**src/design/coreDefs.sv**
```systemverilog
// Shared types and constants for the RV32I single-cycle core
// Opcodes, funct codes, ALU/writeback/size enums and memory depths
package coreDefs;

    ////////////////////
    // Basic vector types
    typedef logic [31:0] xlenT;                    // Data and address word
    typedef logic [4:0]  regAddrT;                 // Register index
    typedef logic [31:0] instT;                    // Instruction word
    typedef logic [6:0]  opcodeT;                  // Major opcode

    ////////////////////
    // Opcode classes
    localparam opcodeT opCompute   = 7'b0110011;   // R-type ALU
    localparam opcodeT opImmediate = 7'b0010011;   // I-type ALU
    localparam opcodeT opBranch    = 7'b1100011;
    localparam opcodeT opLoad      = 7'b0000011;
    localparam opcodeT opStore     = 7'b0100011;
    localparam opcodeT opJal       = 7'b1101111;
    localparam opcodeT opJalr      = 7'b1100111;
    localparam opcodeT opLui       = 7'b0110111;
    localparam opcodeT opAuipc     = 7'b0010111;

    // ALU funct3
    localparam logic [2:0] f3AddSub = 3'b000;
    localparam logic [2:0] f3Sll    = 3'b001;
    localparam logic [2:0] f3Slt    = 3'b010;
    localparam logic [2:0] f3Sltu   = 3'b011;
    localparam logic [2:0] f3Xor    = 3'b100;
    localparam logic [2:0] f3SrlSra = 3'b101;
    localparam logic [2:0] f3Or     = 3'b110;
    localparam logic [2:0] f3And    = 3'b111;

    // Branch funct3
    localparam logic [2:0] f3Beq  = 3'b000;
    localparam logic [2:0] f3Bne  = 3'b001;
    localparam logic [2:0] f3Blt  = 3'b100;
    localparam logic [2:0] f3Bge  = 3'b101;
    localparam logic [2:0] f3Bltu = 3'b110;
    localparam logic [2:0] f3Bgeu = 3'b111;

    // Load/store size funct3, stores share the signed codes
    localparam logic [2:0] f3Lb  = 3'b000;
    localparam logic [2:0] f3Lh  = 3'b001;
    localparam logic [2:0] f3Lw  = 3'b010;
    localparam logic [2:0] f3Lbu = 3'b100;
    localparam logic [2:0] f3Lhu = 3'b101;

    localparam logic [6:0] funct7Alt = 7'b0100000; // SUB and SRA select

    typedef enum logic [3:0] {
        aluAdd, aluSub, aluSll, aluSlt, aluSltu, aluXor,
        aluSrl, aluSra, aluOr, aluAnd, aluPassB
    } aluOpT;

    typedef enum logic [1:0] {wbAlu, wbMem, wbPc4} wbSelT;

    typedef enum logic [1:0] {sizeByte = 2'b00, sizeHalf = 2'b01, sizeWord = 2'b10} memSizeT;

    ////////////////////
    // Memory geometry, in 32-bit words
    localparam int imemDepth    = 256;
    localparam int dmemDepth    = 256;
    localparam int imemAddrBits = $clog2(imemDepth);
    localparam int dmemAddrBits = $clog2(dmemDepth);

endpackage
```
**src/design/regFile.sv**
```systemverilog
// 32-entry integer register file, x0 reads as zero
// Two asynchronous read ports, one write port on the rising edge
`timescale 1ns/1ps

module regFile (
    input  logic              clk,
    input  logic              rst,
    input  coreDefs::regAddrT rs1,
    input  coreDefs::regAddrT rs2,
    input  coreDefs::regAddrT rd,
    input  logic              wrEn,
    input  coreDefs::xlenT    wrData,
    output coreDefs::xlenT    rdata1,
    output coreDefs::xlenT    rdata2
);
    import coreDefs::*;

    xlenT regs [1:31];                          // No storage behind x0

    always_ff @(posedge clk or posedge rst) begin
        if (rst) begin
            for (int i = 1; i < 32; i++) begin
                regs[i] <= '0;
            end
        end else if (wrEn && (rd != '0)) begin
            regs[rd] <= wrData;                 // x0 writes dropped
        end
    end

    assign rdata1 = (rs1 == '0) ? '0 : regs[rs1];
    assign rdata2 = (rs2 == '0) ? '0 : regs[rs2];

endmodule

```
**config.mk**
```make
export PLATFORM = sky130hd
export DESIGN_NAME = regFile
export DESIGN_NICKNAME = d
export VERILOG_FILES = /design/src/design/coreDefs.sv /design/src/design/regFile.sv
export SDC_FILE = /design/constraint.sdc
export NUM_CORES = 2
export LEC_CHECK = 0
export ABC_AREA = 1
export BUFFER_PORTS_ARGS = -buffer_cell sky130_fd_sc_hd__buf_2
export CAP_MARGIN = 20
export CELL_PAD_IN_SITES_DETAIL_PLACEMENT = 1
export CELL_PAD_IN_SITES_GLOBAL_PLACEMENT = 1
export CORE_UTILIZATION = 35
export CTS_BUF_LIST = sky130_fd_sc_hd__clkbuf_2
export DETAILED_ROUTE_END_ITERATION = 8
export GPL_TIMING_DRIVEN = 0
export HOLD_SLACK_MARGIN = 0.12
export PLACE_DENSITY = 0.66
export SLEW_MARGIN = 20
export SYNTH_ARGS = -nofsm -noshare
export SYNTH_HDL_FRONTEND = slang
export SYNTH_SLANG_ARGS = --single-unit
```
**constraint.sdc**
```tcl
create_clock -name clk -period 56.5 [get_ports clk]
set_clock_uncertainty 0.2 [all_clocks]
set_input_delay 2.825 -clock clk [delete_from_list [all_inputs] [get_ports clk]]
set_output_delay 2.825 -clock clk [all_outputs]
set_load 0.02 [all_outputs]
```
==> reports/qor.csv <==
metric,value,unit
cp_max_fo,10,
period_share,18.7,%
h-tree-depth,5,
nNetsFinal,9361,
setup.worst_path.start_class,primary input,
worstHoldPathType,reg -> reg,
die-width,407,um
fin_area,64000,sq um
netlist_instances,8860,
numCtsBuffers,318,
floorplan.initialDensity,35.3,%
finalCriticalPeriod,10580,ps
required,53470,ps
finalSetupViolCount,0,
p_leak,33.0,nW
clock_sinks,992,
synth_top_area_share,43.2,%
p_seq_share,44.5,%
grt_pass1_vias,67547,
synth_nets,8910,
seq_area,24800,sq um
top_regs,regs: 992 flops,
hold_viol,0,
outcome,finished clean,
synth_top_family_by_area,simple AND/OR/NAND/NOR gates,
gp_congestion,1.14,
synth.distinct_cells,17,
hpwl,318000,um
io_pins,114,
end_kind,output port,
synth_xor_area_share,0,%
maxSlewViolCount,0,
die_h,407,um
cts_tree,done,
fillers,21646,
yosys_warnings,0,
cts-root-buf,clkbuf_2,
yosysTopAreaCell,dfrtp_1,
portBuffers,106,
vias_per_cell,5.99,
rsz0062_at_grt,false,
fin_tns_setup,0,ps
combPwrFrac,28.6,%
postRouteAntennaNets,0,
grtUsageTotal,51.5,%
maxSlewHeadroom,2.36,%
worstPathArrival,7550,ps
synth-simple-area-share,36.6,%
path_class,in -> out,
cap_violations,0,
synth_mux_area_share,0,%
drt_iter0_drc,9024,
syn_avg_cell_area,6.48,sq um
grt_overflow,0,
core-area,163000,sq um
grt_start_max_net_pins,100,
ys_top_cells_by_area,"dfrtp_1, nand2_1, nand3_1",
path_clk_slew,90,ps
cts_resized,0,
largest-register,regs,
synth_compound_area_share,10.2,%
avgRoutedWirePerCell,36.6,um
synth_area,57400,sq um
post_dp_cell_area,61400,sq um
drt_wl_total,429000,um
synthAdderAreaFrac,0,%
seq_area_frac_synth,43.2,%
clock_power_share,26.9,%
dieArea,166000,sq um
drive_gt1_share,8.11,%
row_count,148,
largest_register_ffs,992,
grt_pass1_wl,573000,um
p_int,0.00121,W
area_growth,11.4,%
cts_hold_buf,0,
power.net_switching,0.000955,W
post-route-drc-count,0,
insertion_delay,1930,ps
pwr_density_cell,33.9,nW/um^2
ys_ff_latch,992,
fmax,0.0946,GHz
multi_input_area,26900,sq um
max_slew.worst_pin.slew,1460,ps
ir_drop,0.0000246,V
swShare,44.0,%
via_count,70102,
post_cts_buffers,0,
drt-pass1-iter-count,6,
antenna_found_initial,62,
cts_buffer_depth,4,
-- layer usage --
layer	track usage, %	share of wire, %	vias up
met2	71.5	40	4839
met4	46.8	11	18
met5	0.506	0.028	-
met1	61.0	37	34863
met3	19.9	12	1628
li1	-	-	28754
-- power by group through the flow --
stage               sequential, W  clock, W  combinational, W
global placement         0.000970         0          0.000567
CTS                      0.000958  0.000579          0.000590
finish                   0.000964  0.000583          0.000621
floorplan                0.000932         0          0.000338
global route             0.000976  0.000610          0.000662
detailed placement       0.000971         0          0.000587
-- metrics by stage --
step                      hold slack [ps]  cells  worst slack (ps)  power, W  utilization (%)
final                                 290  11700             45920   0.00217             39.3
after global routing                  311  11662             46070   0.00225             39.2
after CTS                             295  11647             46490   0.00213             39.2
after detailed placement              273  11163             46500   0.00156             37.7
after global placement                267  11141             11220   0.00154             37.3
after floorplan                       253   8860             25570   0.00127                -
-- cells in the mapped netlist --
| master | count |
|---|---|
| o21ai_1 | 48 |
| nand2_1 | 3844 |
| o21ai_0 | 964 |
| nand3_1 | 1156 |
| clkbuf_1 | 546 |
| buf_2 | 50 |
| nor3_2 | 9 |
| buf_1 | 63 |
| nor4_4 | 1 |
| clkinv_1 | 1 |
| nor2_1 | 169 |
| nor2_2 | 4 |
| a21oi_1 | 161 |
| inv_2 | 10 |
| nor3_1 | 1 |
| dfrtp_1 | 992 |
| inv_1 | 841 |
-- worst max-delay path: stages --
cell and delay, ps:
clkbuf_1 890, clkbuf_1 790, clkbuf_1 1030, nand3_1 190, nand3_1 210, nand3_1 750, nand2_1 290, nand2_1 120
nand2_1 200, buf_2 210
-- worst paths after layout --
kind	cells after the start	start	to	slack [ps]
max	10	rs2[1]	rdata2[16]	45920
min	2	regs[644]	regs[644]	290
max reg2reg	2	regs[124]	regs[124]	55330
min reg2reg	2	regs[644]	regs[644]	290
max in group asynchronous	6	rst	regs[346]	53320
min in group asynchronous	2	rst	regs[860]	700
-- kinds of logic after synthesis --
group,count (synthesis)
flip-flops,992
AO/OA/AOI/OAI,1173
AND/OR/NAND/NOR,5184
buffers and inverters,1511
-- placed cells by master (no fill, tap or decap), types with 16 or more instances in the layout --
| cell type | instances |
|---|---|
| a21oi_1 | 161 |
| buf_1 | 52 |
| buf_16 | 17 |
| buf_2 | 167 |
| clkbuf_1 | 444 |
| clkbuf_2 | 535 |
| clkinv_1 | 39 |
| dfrtp_1 | 992 |
| diode_2 | 50 |
| inv_1 | 840 |
| inv_2 | 16 |
| nand2_1 | 3844 |
| nand3_1 | 1156 |
| nor2_1 | 166 |
| o21ai_0 | 964 |
| o21ai_1 | 48 |
-- cell type report --
type	instances	share of cell area, %
clock buffers	433	3.39
multi-input cells	6357	42.0
repair buffers	131	1.75
clock inverters	51	0.356
diodes	50	0.196
well taps	2175	4.25
flip-flops and latches	992	38.8
inverters	852	5.01
plain buffers	659	4.19
No activity file was read; power rests on OpenSTA's default activity.
