<file path="config.mk">
export PLATFORM = sky130hd
export DESIGN_NAME = instDecoder
export DESIGN_NICKNAME = d
export VERILOG_FILES = /design/src/design/coreDefs.sv /design/src/design/instDecoder.sv
export SDC_FILE = /design/constraint.sdc
export NUM_CORES = 1
export LEC_CHECK = 0
export ABC_AREA = 1
export ABC_CLOCK_PERIOD_IN_PS = 2000
export BUFFER_PORTS_ARGS = -buffer_cell sky130_fd_sc_hd__buf_2
export CORE_MARGIN = 2
export CORE_UTILIZATION = 40
export DETAILED_ROUTE_END_ITERATION = 10
export GPL_TIMING_DRIVEN = 0
export PLACE_DENSITY = 0.88
export SLEW_MARGIN = 25
export SYNTH_ARGS = -nofsm -noshare
export SYNTH_HDL_FRONTEND = slang
export SYNTH_SLANG_ARGS = --single-unit
</file>
<file path="constraint.sdc">
create_clock -name vclk -period 2
set_input_delay 0.3 -clock vclk [all_inputs]
set_output_delay 0.3 -clock vclk [all_outputs]
set_load 0.02 [all_outputs]
</file>
<file path="src/design/coreDefs.sv">
// Shared types and constants for the RV32I single-cycle core
// Opcodes, funct codes, ALU/writeback/size enums and memory depths
package coreDefs;

    ////////////////////
    // Basic vector types
    typedef logic [31:0] xlenT;                    // Data and address word
    typedef logic [4:0]  regAddrT;                 // Register index
    typedef logic [31:0] instT;                    // Instruction word
    typedef logic [6:0]  opcodeT;                  // Major opcode

    ////////////////////
    // Opcode classes
    localparam opcodeT opCompute   = 7'b0110011;   // R-type ALU
    localparam opcodeT opImmediate = 7'b0010011;   // I-type ALU
    localparam opcodeT opBranch    = 7'b1100011;
    localparam opcodeT opLoad      = 7'b0000011;
    localparam opcodeT opStore     = 7'b0100011;
    localparam opcodeT opJal       = 7'b1101111;
    localparam opcodeT opJalr      = 7'b1100111;
    localparam opcodeT opLui       = 7'b0110111;
    localparam opcodeT opAuipc     = 7'b0010111;

    // ALU funct3
    localparam logic [2:0] f3AddSub = 3'b000;
    localparam logic [2:0] f3Sll    = 3'b001;
    localparam logic [2:0] f3Slt    = 3'b010;
    localparam logic [2:0] f3Sltu   = 3'b011;
    localparam logic [2:0] f3Xor    = 3'b100;
    localparam logic [2:0] f3SrlSra = 3'b101;
    localparam logic [2:0] f3Or     = 3'b110;
    localparam logic [2:0] f3And    = 3'b111;

    // Branch funct3
    localparam logic [2:0] f3Beq  = 3'b000;
    localparam logic [2:0] f3Bne  = 3'b001;
    localparam logic [2:0] f3Blt  = 3'b100;
    localparam logic [2:0] f3Bge  = 3'b101;
    localparam logic [2:0] f3Bltu = 3'b110;
    localparam logic [2:0] f3Bgeu = 3'b111;

    // Load/store size funct3, stores share the signed codes
    localparam logic [2:0] f3Lb  = 3'b000;
    localparam logic [2:0] f3Lh  = 3'b001;
    localparam logic [2:0] f3Lw  = 3'b010;
    localparam logic [2:0] f3Lbu = 3'b100;
    localparam logic [2:0] f3Lhu = 3'b101;

    localparam logic [6:0] funct7Alt = 7'b0100000; // SUB and SRA select

    typedef enum logic [3:0] {
        aluAdd, aluSub, aluSll, aluSlt, aluSltu, aluXor,
        aluSrl, aluSra, aluOr, aluAnd, aluPassB
    } aluOpT;

    typedef enum logic [1:0] {wbAlu, wbMem, wbPc4} wbSelT;

    typedef enum logic [1:0] {sizeByte = 2'b00, sizeHalf = 2'b01, sizeWord = 2'b10} memSizeT;

    ////////////////////
    // Memory geometry, in 32-bit words
    localparam int imemDepth    = 256;
    localparam int dmemDepth    = 256;
    localparam int imemAddrBits = $clog2(imemDepth);
    localparam int dmemAddrBits = $clog2(dmemDepth);

endpackage
</file>
<file path="src/design/instDecoder.sv">
// Instruction decoder: field split, immediate build, control levels
// Flags any opcode outside the supported RV32I subset
`timescale 1ns/1ps

module instDecoder (
    input  coreDefs::instT    instr,
    output coreDefs::regAddrT rs1,
    output coreDefs::regAddrT rs2,
    output coreDefs::regAddrT rd,
    output coreDefs::xlenT    imm,
    output coreDefs::aluOpT   aluOp,
    output logic              useImm,
    output logic              usePcA,
    output logic              isBranch,
    output logic [2:0]        branchCond,
    output logic              isJal,
    output logic              isJalr,
    output logic              regWrite,
    output logic              memRead,
    output logic              memWrite,
    output coreDefs::memSizeT memSize,
    output logic              loadUnsigned,
    output coreDefs::wbSelT   wbSel,
    output logic              illegal
);
    import coreDefs::*;

    opcodeT     opcode;
    logic [2:0] funct3;
    logic       altSel;                         // funct7 picks SUB/SRA
    xlenT       iImm, sImm, bImm, uImm, jImm;

    assign opcode = instr[6:0];
    assign funct3 = instr[14:12];
    assign altSel = (instr[31:25] == funct7Alt);

    assign rs1        = instr[19:15];
    assign rs2        = instr[24:20];
    assign rd         = instr[11:7];
    assign branchCond = funct3;                 // Interpreted by execUnit

    assign iImm = {{20{instr[31]}}, instr[31:20]};
    assign sImm = {{20{instr[31]}}, instr[31:25], instr[11:7]};
    assign bImm = {{20{instr[31]}}, instr[7], instr[30:25], instr[11:8], 1'b0};
    assign uImm = {instr[31:12], 12'b0};
    assign jImm = {{12{instr[31]}}, instr[19:12], instr[20], instr[30:21], 1'b0};

    // Sizes shared by loads and stores
    assign loadUnsigned = (funct3 == f3Lbu) || (funct3 == f3Lhu);
    always_comb begin
        case (funct3)
            f3Lb, f3Lbu: memSize = sizeByte;
            f3Lh, f3Lhu: memSize = sizeHalf;
            default:     memSize = sizeWord;    // f3Lw
        endcase
    end

    // ALU op from funct3, SUB only exists in R-type
    function automatic aluOpT aluFromFunct(input logic [2:0] f3, input logic alt,
                                           input logic isReg);
        case (f3)
            f3AddSub: return (alt && isReg) ? aluSub : aluAdd;
            f3Sll:    return aluSll;
            f3Slt:    return aluSlt;
            f3Sltu:   return aluSltu;
            f3Xor:    return aluXor;
            f3SrlSra: return alt ? aluSra : aluSrl;
            f3Or:     return aluOr;
            default:  return aluAnd;            // f3And
        endcase
    endfunction

    ////////////////////
    // Control levels per opcode class
    always_comb begin
        imm      = '0;
        aluOp    = aluAdd;                      // Address and AUIPC sum by default
        useImm   = 1'b0;
        usePcA   = 1'b0;
        isBranch = 1'b0;
        isJal    = 1'b0;
        isJalr   = 1'b0;
        regWrite = 1'b0;
        memRead  = 1'b0;
        memWrite = 1'b0;
        wbSel    = wbAlu;
        illegal  = 1'b0;
        case (opcode)
            opCompute: begin
                regWrite = 1'b1;
                aluOp    = aluFromFunct(funct3, altSel, 1'b1);
            end
            opImmediate: begin
                regWrite = 1'b1;
                useImm   = 1'b1;
                imm      = iImm;
                aluOp    = aluFromFunct(funct3, altSel, 1'b0);
            end
            opLoad: begin
                regWrite = 1'b1;
                memRead  = 1'b1;
                useImm   = 1'b1;
                imm      = iImm;
                wbSel    = wbMem;
            end
            opStore: begin
                memWrite = 1'b1;
                useImm   = 1'b1;
                imm      = sImm;
            end
            opBranch: begin
                isBranch = 1'b1;
                imm      = bImm;
            end
            opJal: begin
                isJal    = 1'b1;
                regWrite = 1'b1;
                imm      = jImm;
                wbSel    = wbPc4;               // Link address
            end
            opJalr: begin
                isJalr   = 1'b1;
                regWrite = 1'b1;
                useImm   = 1'b1;                // ALU forms rs1+imm
                imm      = iImm;
                wbSel    = wbPc4;
            end
            opLui: begin
                regWrite = 1'b1;
                useImm   = 1'b1;
                imm      = uImm;
                aluOp    = aluPassB;
            end
            opAuipc: begin
                regWrite = 1'b1;
                useImm   = 1'b1;
                usePcA   = 1'b1;
                imm      = uImm;
            end
            default: illegal = 1'b1;            // Halts the core
        endcase
    end

endmodule

</file>
==> qor.yml, run 1 <==
status: "complete, no violations"
final_common_cell: "buf_2"
crit_chain: "buf_2 > nor2_1 > nand4_1 > nand2_1 > inv_2 > nand3_2 > buf_2"
synth.avg_cell_area_um2: 5.69
core_area_um2: 2450
finalPower_w: 0.000232
grt_max_degree: 11
grt_pass1_vias: 1023
tns_ns: 0
fmax_ghz: 0.566
fin_hold_ws_ns: 0.824
min_path_type: "in2out"
synthesis.area_um2: 1020
drtIter0Drc: 12
arrival_ns: 1.47
place_congestion: 0.812
rsz0062_at_grt: "no"
min_period_over_period_pct: 88.3
vias: 1414
dp_hpwl_mm: 2.72
hold_violations: 0
firstDrtPassIters: 4
grt_pass1_wl_mm: 4.24
track_usage_pct: 18.1
fin_nets: 313
postCtsSetupBuffers: 0
tightest_slew_ns: 0.403
fp.dieH_um: 54.6
cap_viol_max_count: 0
crit_path_top_delay_cell: "nor2_1"
cp-end-kind: "primary output"
crit_fanout: 8
cp.required_ns: 1.70
yosysWarnings: 0
setup_viol_count_final: 0
cts_resized: 0
fillerInstances: 260
ant_nets: 0
routed_via_density: 4.58
drt-total-wl_mm: 3.07
critPathKind: "in2out"
dieArea_um2: 2980
startpoint_type: "input pin"
chipWidth_um: 54.6
final_cell_mix: "99 x buf_2, 43 x nand2_1, 21 x nor2_1, 20 x inv_1, 20 x buf_4"
portBuffers: 99
final_layout_size_suffix_gt1_share_pct: 58.4
holdBufCountCts: 0
gr-total-overflow: 0
maxSlewHeadroom_pct: 73.1
start_util_pct: 41.7
synth_nets: 212
io_pins: 100
synthToLayoutAreaGrowth_pct: 52.1
drv_slew: 0
seq_cell_count: 0
ff_latch_area_um2: 0
wl_per_cell_um: 9.92
period_minus_slack_ns: 1.77
drc: 0
yosysSeqAreaShare_pct: 0
nClkBuffers: 0
worst_ir_drop_vdd_mv: 0.120
multi_input_area_um2: 738
crit_path_frequent_cell: "buf_2"
rows: 18
p_leak_nw: 1.25
insertedDiodeCount: 0
power.density_nw_per_um2: 149
critPathMaxStageDelay_ns: 0.32
synth_cell_types: 20
antenna_found_initial: 0
synthCells: 180
==> power by group <==
part	internal, W	switching (W)
combinational	0.0000924	0.000139
sequential	0	0
clock	0	0
total	0.0000924	0.000139
==> cells in the mapped netlist <==
cell type / n / share of area [%]
clkbuf_1: 2 / 0.73
o21ai_0: 6 / 2.9
nand3_2: 19 / 19
nand3_4: 1 / 1.7
nor3_1: 5 / 2.4
nand4_2: 1 / 1.2
nand2_1: 43 / 16
buf_4: 20 / 15
nor2_1: 21 / 7.7
inv_2: 5 / 1.8
nand4_1: 3 / 1.8
o22ai_1: 1 / 0.61
nor2_2: 4 / 2.4
buf_6: 3 / 3.3
nand3_1: 12 / 5.9
inv_1: 20 / 7.3
nand2_2: 7 / 4.3
nand2_4: 3 / 3.3
a21oi_1: 3 / 1.5
nor2_8: 1 / 2.0
==> critical path: cells and delay by family <==
family	cells	cell delay [ns]
buf+inv	3	0.38
simple gates	4	0.77
==> cells by family after synthesis <==
group | Yosys count | share of synthesized area (%)
buf+inv | 50 | 27.9
simple gates | 120 | 67.1
compound gates | 10 | 5.01
==> area by class of cell <==
cell class	count	area share [%]
inverters	25	6.03
multi-input cells	130	47.4
plain buffers	25	12.3
repair buffers	99	31.8
well taps	30	2.41
==> per-stage QoR <==
step	utilization, %	setup WS [ns]	instances	instance area, um^2
after global routing	63.4	0.0773	309	1560
after floorplan	-	0.357	180	1020
final	63.4	0.234	309	1560
after CTS	63.4	0.209	309	1560
after global placement	63.4	0.230	309	1560
after detailed placement	63.4	0.212	309	1560
==> metal layers <==
| layer | GRT usage [%] | routed length, um |
|---|---|---|
| met4 | 0 | 0 |
| met2 | 33.3 | 1530 |
| met1 | 24.6 | 1300 |
| met3 | 0.546 | 237 |
| met5 | 0 | 0 |
==> worst paths after layout <==
path	from	end	slack, ns	cells past startpoint
worst max-delay path	instr[2]	imm[14]	0.23	7
worst min-delay path	instr[13]	branchCond[1]	0.82	2
Note: power is estimated with default switching activity, not from simulation.
==> inputs of run 2 (changes only) <==
--- a/config.mk
+++ b/config.mk
@@ -7,12 +7,11 @@
 export LEC_CHECK = 0
 export ABC_AREA = 1
 export ABC_CLOCK_PERIOD_IN_PS = 2000
-export BUFFER_PORTS_ARGS = -buffer_cell sky130_fd_sc_hd__buf_2
-export CORE_MARGIN = 2
+export BUFFER_PORTS_ARGS = -buffer_cell sky130_fd_sc_hd__buf_4
 export CORE_UTILIZATION = 40
 export DETAILED_ROUTE_END_ITERATION = 10
 export GPL_TIMING_DRIVEN = 0
-export PLACE_DENSITY = 0.88
+export PLACE_DENSITY = 0.91
 export SLEW_MARGIN = 25
 export SYNTH_ARGS = -nofsm -noshare
 export SYNTH_HDL_FRONTEND = slang
==> run 2 against run 1 <==
Compared with the run above: global-route usage increased by 4.2 points; first-iteration DRC count rose by 58%; routed wire length rose by 9.6%; die area shrank 7.2%; total power grew 19%; via count grew 4.7%.
==> qor.yml, run 2 (synthesized netlist as in run 1, its figures left out) <==
status: "complete, no violations"
place_congestion: 0.844
insertedDiodeCount: 0
grt_pass1_wl_mm: 4.82
cell_internal_pwr_w: 0.000132
startpoint_type: "input pin"
portBuffers: 99
maxSlewHeadroom_pct: 70.6
grt_max_degree: 11
min_period_over_period_pct: 89.0
critPathKind: "in2out"
final_layout_size_suffix_gt1_share_pct: 58.4
arrival_ns: 1.48
p_leak_nw: 1.30
rows: 17
worstSetupStartpoint: "instr[3]"
switching_share_pct: 52.3
place_ws_ns: 0.244
final_cell_mix: "119 x buf_4, 43 x nand2_1, 21 x nor2_1, 20 x inv_1, 19 x nand3_2"
period_minus_slack_ns: 1.78
drc: 0
final_common_cell: "buf_4"
ff_latch_area_um2: 0
tns_ns: 0
fin_nets: 313
min_path_type: "in2out"
holdBufCountCts: 0
power.density_nw_per_um2: 153
wl_per_cell_um: 10.9
drv_slew: 0
seq_cell_count: 0
clock_power_share_pct: 0
rsz0062_at_grt: "no"
placed_area_um2: 1800
gr-total-overflow: 0
ant_nets: 0
antenna_found_initial: 0
dp_hpwl_mm: 2.90
grt_pass1_vias: 1122
drtIter0Drc: 19
fp.dieH_um: 52.6
tightest_slew_ns: 0.439
vias: 1480
track_usage_pct: 22.3
io_pins: 100
fmax_ghz: 0.562
drt-total-wl_mm: 3.36
seq_power_share_pct: 0
cts_resized: 0
worst_slack_ns: 0.220
finalPower_w: 0.000276
final_area_um2: 1800
hold_violations: 0
cp-end-kind: "primary output"
routed_via_density: 4.82
crit_fanout: 8
nClkBuffers: 0
cap_viol_max_count: 0
postCtsSetupBuffers: 0
worst_ir_drop_vdd_mv: 0.116
start_util_pct: 44.1
synthToLayoutAreaGrowth_pct: 76.0
p_sw_w: 0.000144
firstDrtPassIters: 4
hold_depth: 2
cp.required_ns: 1.70
chipWidth_um: 52.6
combPwrFrac_pct: 100.0
dieArea_um2: 2770
hold_path_startpoint: "instr[13]"
fin_hold_ws_ns: 0.802
setup_viol_count_final: 0
fillerInstances: 190
core_area_um2: 2320
## run 2: cell types whose count changed in the layout (fill, tap and decap cells not counted)
cell   delta
buf_2    -99
buf_4    +99
## run 2: power groups by stage
stage | Combinational [W] | Clock (W) | Sequential [W]
finish | 0.000276 | 0 | 0
global route | 0.000295 | 0 | 0
CTS | 0.000276 | 0 | 0
detailed placement | 0.000276 | 0 | 0
global placement | 0.000272 | 0 | 0
floorplan | 0.000140 | 0 | 0
## run 2: path summary, 6_finish.rpt
| check | end | slack [ns] |
|---|---|---|
| worst min-delay path | branchCond[1] | 0.80 |
| worst max-delay path | imm[14] | 0.22 |
## run 2: layout make-up
class,instances,area (um^2),area share [%]
well taps,28,35.0,1.94
plain buffers,25,191,10.6
repair buffers,99,743,41.2
multi-input cells,130,738,41.0
inverters,25,93.8,5.21
## run 2: per-stage QoR
step / cells / util, %
2_1_floorplan: 180 / -
3_3_place_gp: 307 / 77.7
3_5_place_dp: 307 / 77.7
4_1_cts: 307 / 77.7
5_1_grt: 307 / 77.7
6_report: 307 / 77.7
## run 2: critical path, stage by stage
cell and delay, ns:
buf_4 0.12, nor2_1 0.36, nand4_1 0.23, nand2_1 0.13, inv_2 0.11, nand3_2 0.09, buf_4 0.14
## run 2: routing by layer
layer  vias up  share of wire, %  GRT usage (%)  wire length [um]
li1        749                 -              -                 -
met1       663                40           27.0              1350
met2        66                51           43.2              1700
met3         2               8.6           2.03               290
met4         0              0.68           1.32                23
met5         -                 0              0                 0
==> inputs of run 3 (changes only) <==
--- a/config.mk
+++ b/config.mk
@@ -5,13 +5,13 @@
 export SDC_FILE = /design/constraint.sdc
 export NUM_CORES = 1
 export LEC_CHECK = 0
-export ABC_AREA = 1
+export ABC_AREA = 0
 export ABC_CLOCK_PERIOD_IN_PS = 2000
-export BUFFER_PORTS_ARGS = -buffer_cell sky130_fd_sc_hd__buf_4
 export CORE_UTILIZATION = 40
 export DETAILED_ROUTE_END_ITERATION = 10
+export DONT_BUFFER_PORTS = 1
 export GPL_TIMING_DRIVEN = 0
-export PLACE_DENSITY = 0.91
+export PLACE_DENSITY = 0.57
 export SLEW_MARGIN = 25
 export SYNTH_ARGS = -nofsm -noshare
 export SYNTH_HDL_FRONTEND = slang
==> run 3 against run 2 <==
Compared with the run above: global-route usage shrank 5.1 points; count of clock-buffer cells in the layout is the same; fmax shrank 8.3%; design area shrank 51%; worst hold slack lost 0.11 ns; via count shrank 39%; core utilization shrank 32 points; critical endpoint is now imm[11]; largest power group unchanged.
==> qor.yml, run 3 <==
holdBufCountCts: 0
chipWidth_um: 47.3
drtIter0Drc: 21
combPwrFrac_pct: 100.0
whs_endpoint: "loadUnsigned"
clock_power_share_pct: 0
synthToLayoutAreaGrowth_pct: 7.46
synth_area_leaders: "buf_4 18%, a21o_1 17%, nor2b_1 7.6%"
highest_layer: "met3"
antenna_found_initial: 0
maxSlewHeadroom_pct: 52.9
tightest_slew_ns: 0.702
drc: 0
period_minus_slack_ns: 1.94
core_area_um2: 1940
yosysWarnings: 0
power.density_nw_per_um2: 176
tns_ns: 0
place_congestion: 0.810
wl_met2_mm: 1.17
grt_max_degree: 11
synth_most_common_cell: "buf_4"
setup_viol_count_final: 0
synth_largest_area_cell: "buf_4"
io_pins: 100
hold_depth: 1
wl_per_cell_um: 15.5
synth_cell_types: 35
p_sw_w: 0.0000981
rows: 16
nClkBuffers: 0
grt_pass1_vias: 642
seq_power_share_pct: 0
insertedDiodeCount: 0
dr_wl_met3_um: 168
yosysSeqAreaShare_pct: 0
arrival_ns: 1.64
crit_fanout: 10
hold_path_startpoint: "instr[13]"
cell_internal_pwr_w: 0.0000571
final_common_cell: "buf_4"
critPathKind: "in2out"
ant_nets: 0
placed_area_um2: 862
routed_via_density: 6.09
synth_nets: 154
seq_cell_count: 0
min_path_type: "in2out"
dieArea_um2: 2240
fin_nets: 156
status: "complete, no violations"
multi_input_area_um2: 644
final_layout_size_suffix_gt1_share_pct: 27.9
met1Wirelength_um: 965
worst_slack_ns: 0.0596
grt_pass1_wl_mm: 2.93
rsz0062_at_grt: "yes"
synth_top_cells_by_count: "20 x buf_4, 19 x a21o_1, 10 x nor2b_1, 8 x nor2_1, 7 x nand2_1"
track_usage_pct: 17.2
synthCells: 122
postCtsSetupBuffers: 0
hold_violations: 0
firstDrtPassIters: 4
place_ws_ns: -0.131
fmax_ghz: 0.515
worst_ir_drop_vdd_mv: 0.0970
synth.avg_cell_area_um2: 6.74
synth_top_area_share_pct: 18.3
fillerInstances: 204
switching_share_pct: 63.2
final_area_um2: 883
portBuffers: 0
ff_latch_area_um2: 0
final_cell_mix: "20 x buf_4, 19 x a21o_1, 10 x nor2b_1, 8 x nor2_1, 7 x nand2_1"
start_util_pct: 42.3
drt-total-wl_mm: 2.30
min_period_over_period_pct: 97.0
drv_slew: 0
cp-end-kind: "primary output"
startpoint_type: "input pin"
vias: 908
gr-total-overflow: 0
fp.dieH_um: 47.3
cp.required_ns: 1.70
synthesis.area_um2: 822
cap_viol_max_count: 0
p_leak_nw: 0.523
dp_hpwl_mm: 1.83
==> run 3: changes by cell type in the layout (fill, tap and decap cells not counted), sizes merged, moves of 17 or more <==
cell   delta
a21o     +20
buf      -99
inv      -21
nand2    -46
nand3    -32
nor2     -17
==> run 3: worst max-delay path, cell delays in order <==
cell and delay (ns):
buf_4 0.15, and3b_1 0.22, nand4_1 0.16, inv_1 0.15
and2_4 0.22, a221o_1 0.44
==> run 3: logic make-up (layout without fill, tap and decap cells) <==
family | Yosys count | count (layout) | synth area share, %
AOI/OAI and AO/OA | 44 | 44 | 38.7
buffers and inverters | 31 | 31 | 25.0
muxes | 1 | 1 | 1.22
and+or+nand+nor | 46 | 46 | 35.2
==> run 3: stage by stage <==
stage / hold slack [ns] / utilization (%) / total power, W / cells
final: 0.691 / 45.5 / 0.000155 / 149
after global routing: 0.696 / 45.5 / 0.000168 / 149
after CTS: 0.690 / 44.7 / 0.000152 / 149
after detailed placement: 0.689 / 44.4 / 0.000151 / 149
after global placement: 0.690 / 44.4 / 0.000150 / 149
after floorplan: 0.685 / - / 0.000139 / 122
==> run 3: worst max path at each step <==
stage | startpoint | to | slack [ns]
3_5_place_dp | instr[5] | imm[0] | -0.13
4_1_cts | instr[28] | aluOp[0] | 0.04
5_1_grt | instr[6] | aluOp[3] | -0.01
2_1_floorplan | instr[5] | imm[0] | 0.01
3_3_place_gp | instr[5] | imm[0] | -0.13
6_report | instr[6] | imm[11] | 0.06
==> run 3: timing repair <==
action                                  4_1_cts  5_1_grt
endpoints found under the setup margin        1       11
gates cloned                                  0        0
gates resized for setup                       1        3
==> run 3: per-layer routing <==
layer,global-route usage (%),up-vias
met5,0,-
met1,24.5,428
li1,-,425
met3,0.769,0
met2,30.1,55
met4,0,0
==> run 3: cell type report <==
type	instances	area share [%]
plain buffers	27	21.5
multi-input cells	91	72.9
inverters	4	1.70
well taps	27	3.82
==> run 3: power groups by stage <==
stage | Combinational (W) | Sequential, W | Clock [W]
floorplan | 0.000139 | 0 | 0
global placement | 0.000150 | 0 | 0
detailed placement | 0.000151 | 0 | 0
CTS | 0.000152 | 0 | 0
global route | 0.000168 | 0 | 0
finish | 0.000155 | 0 | 0
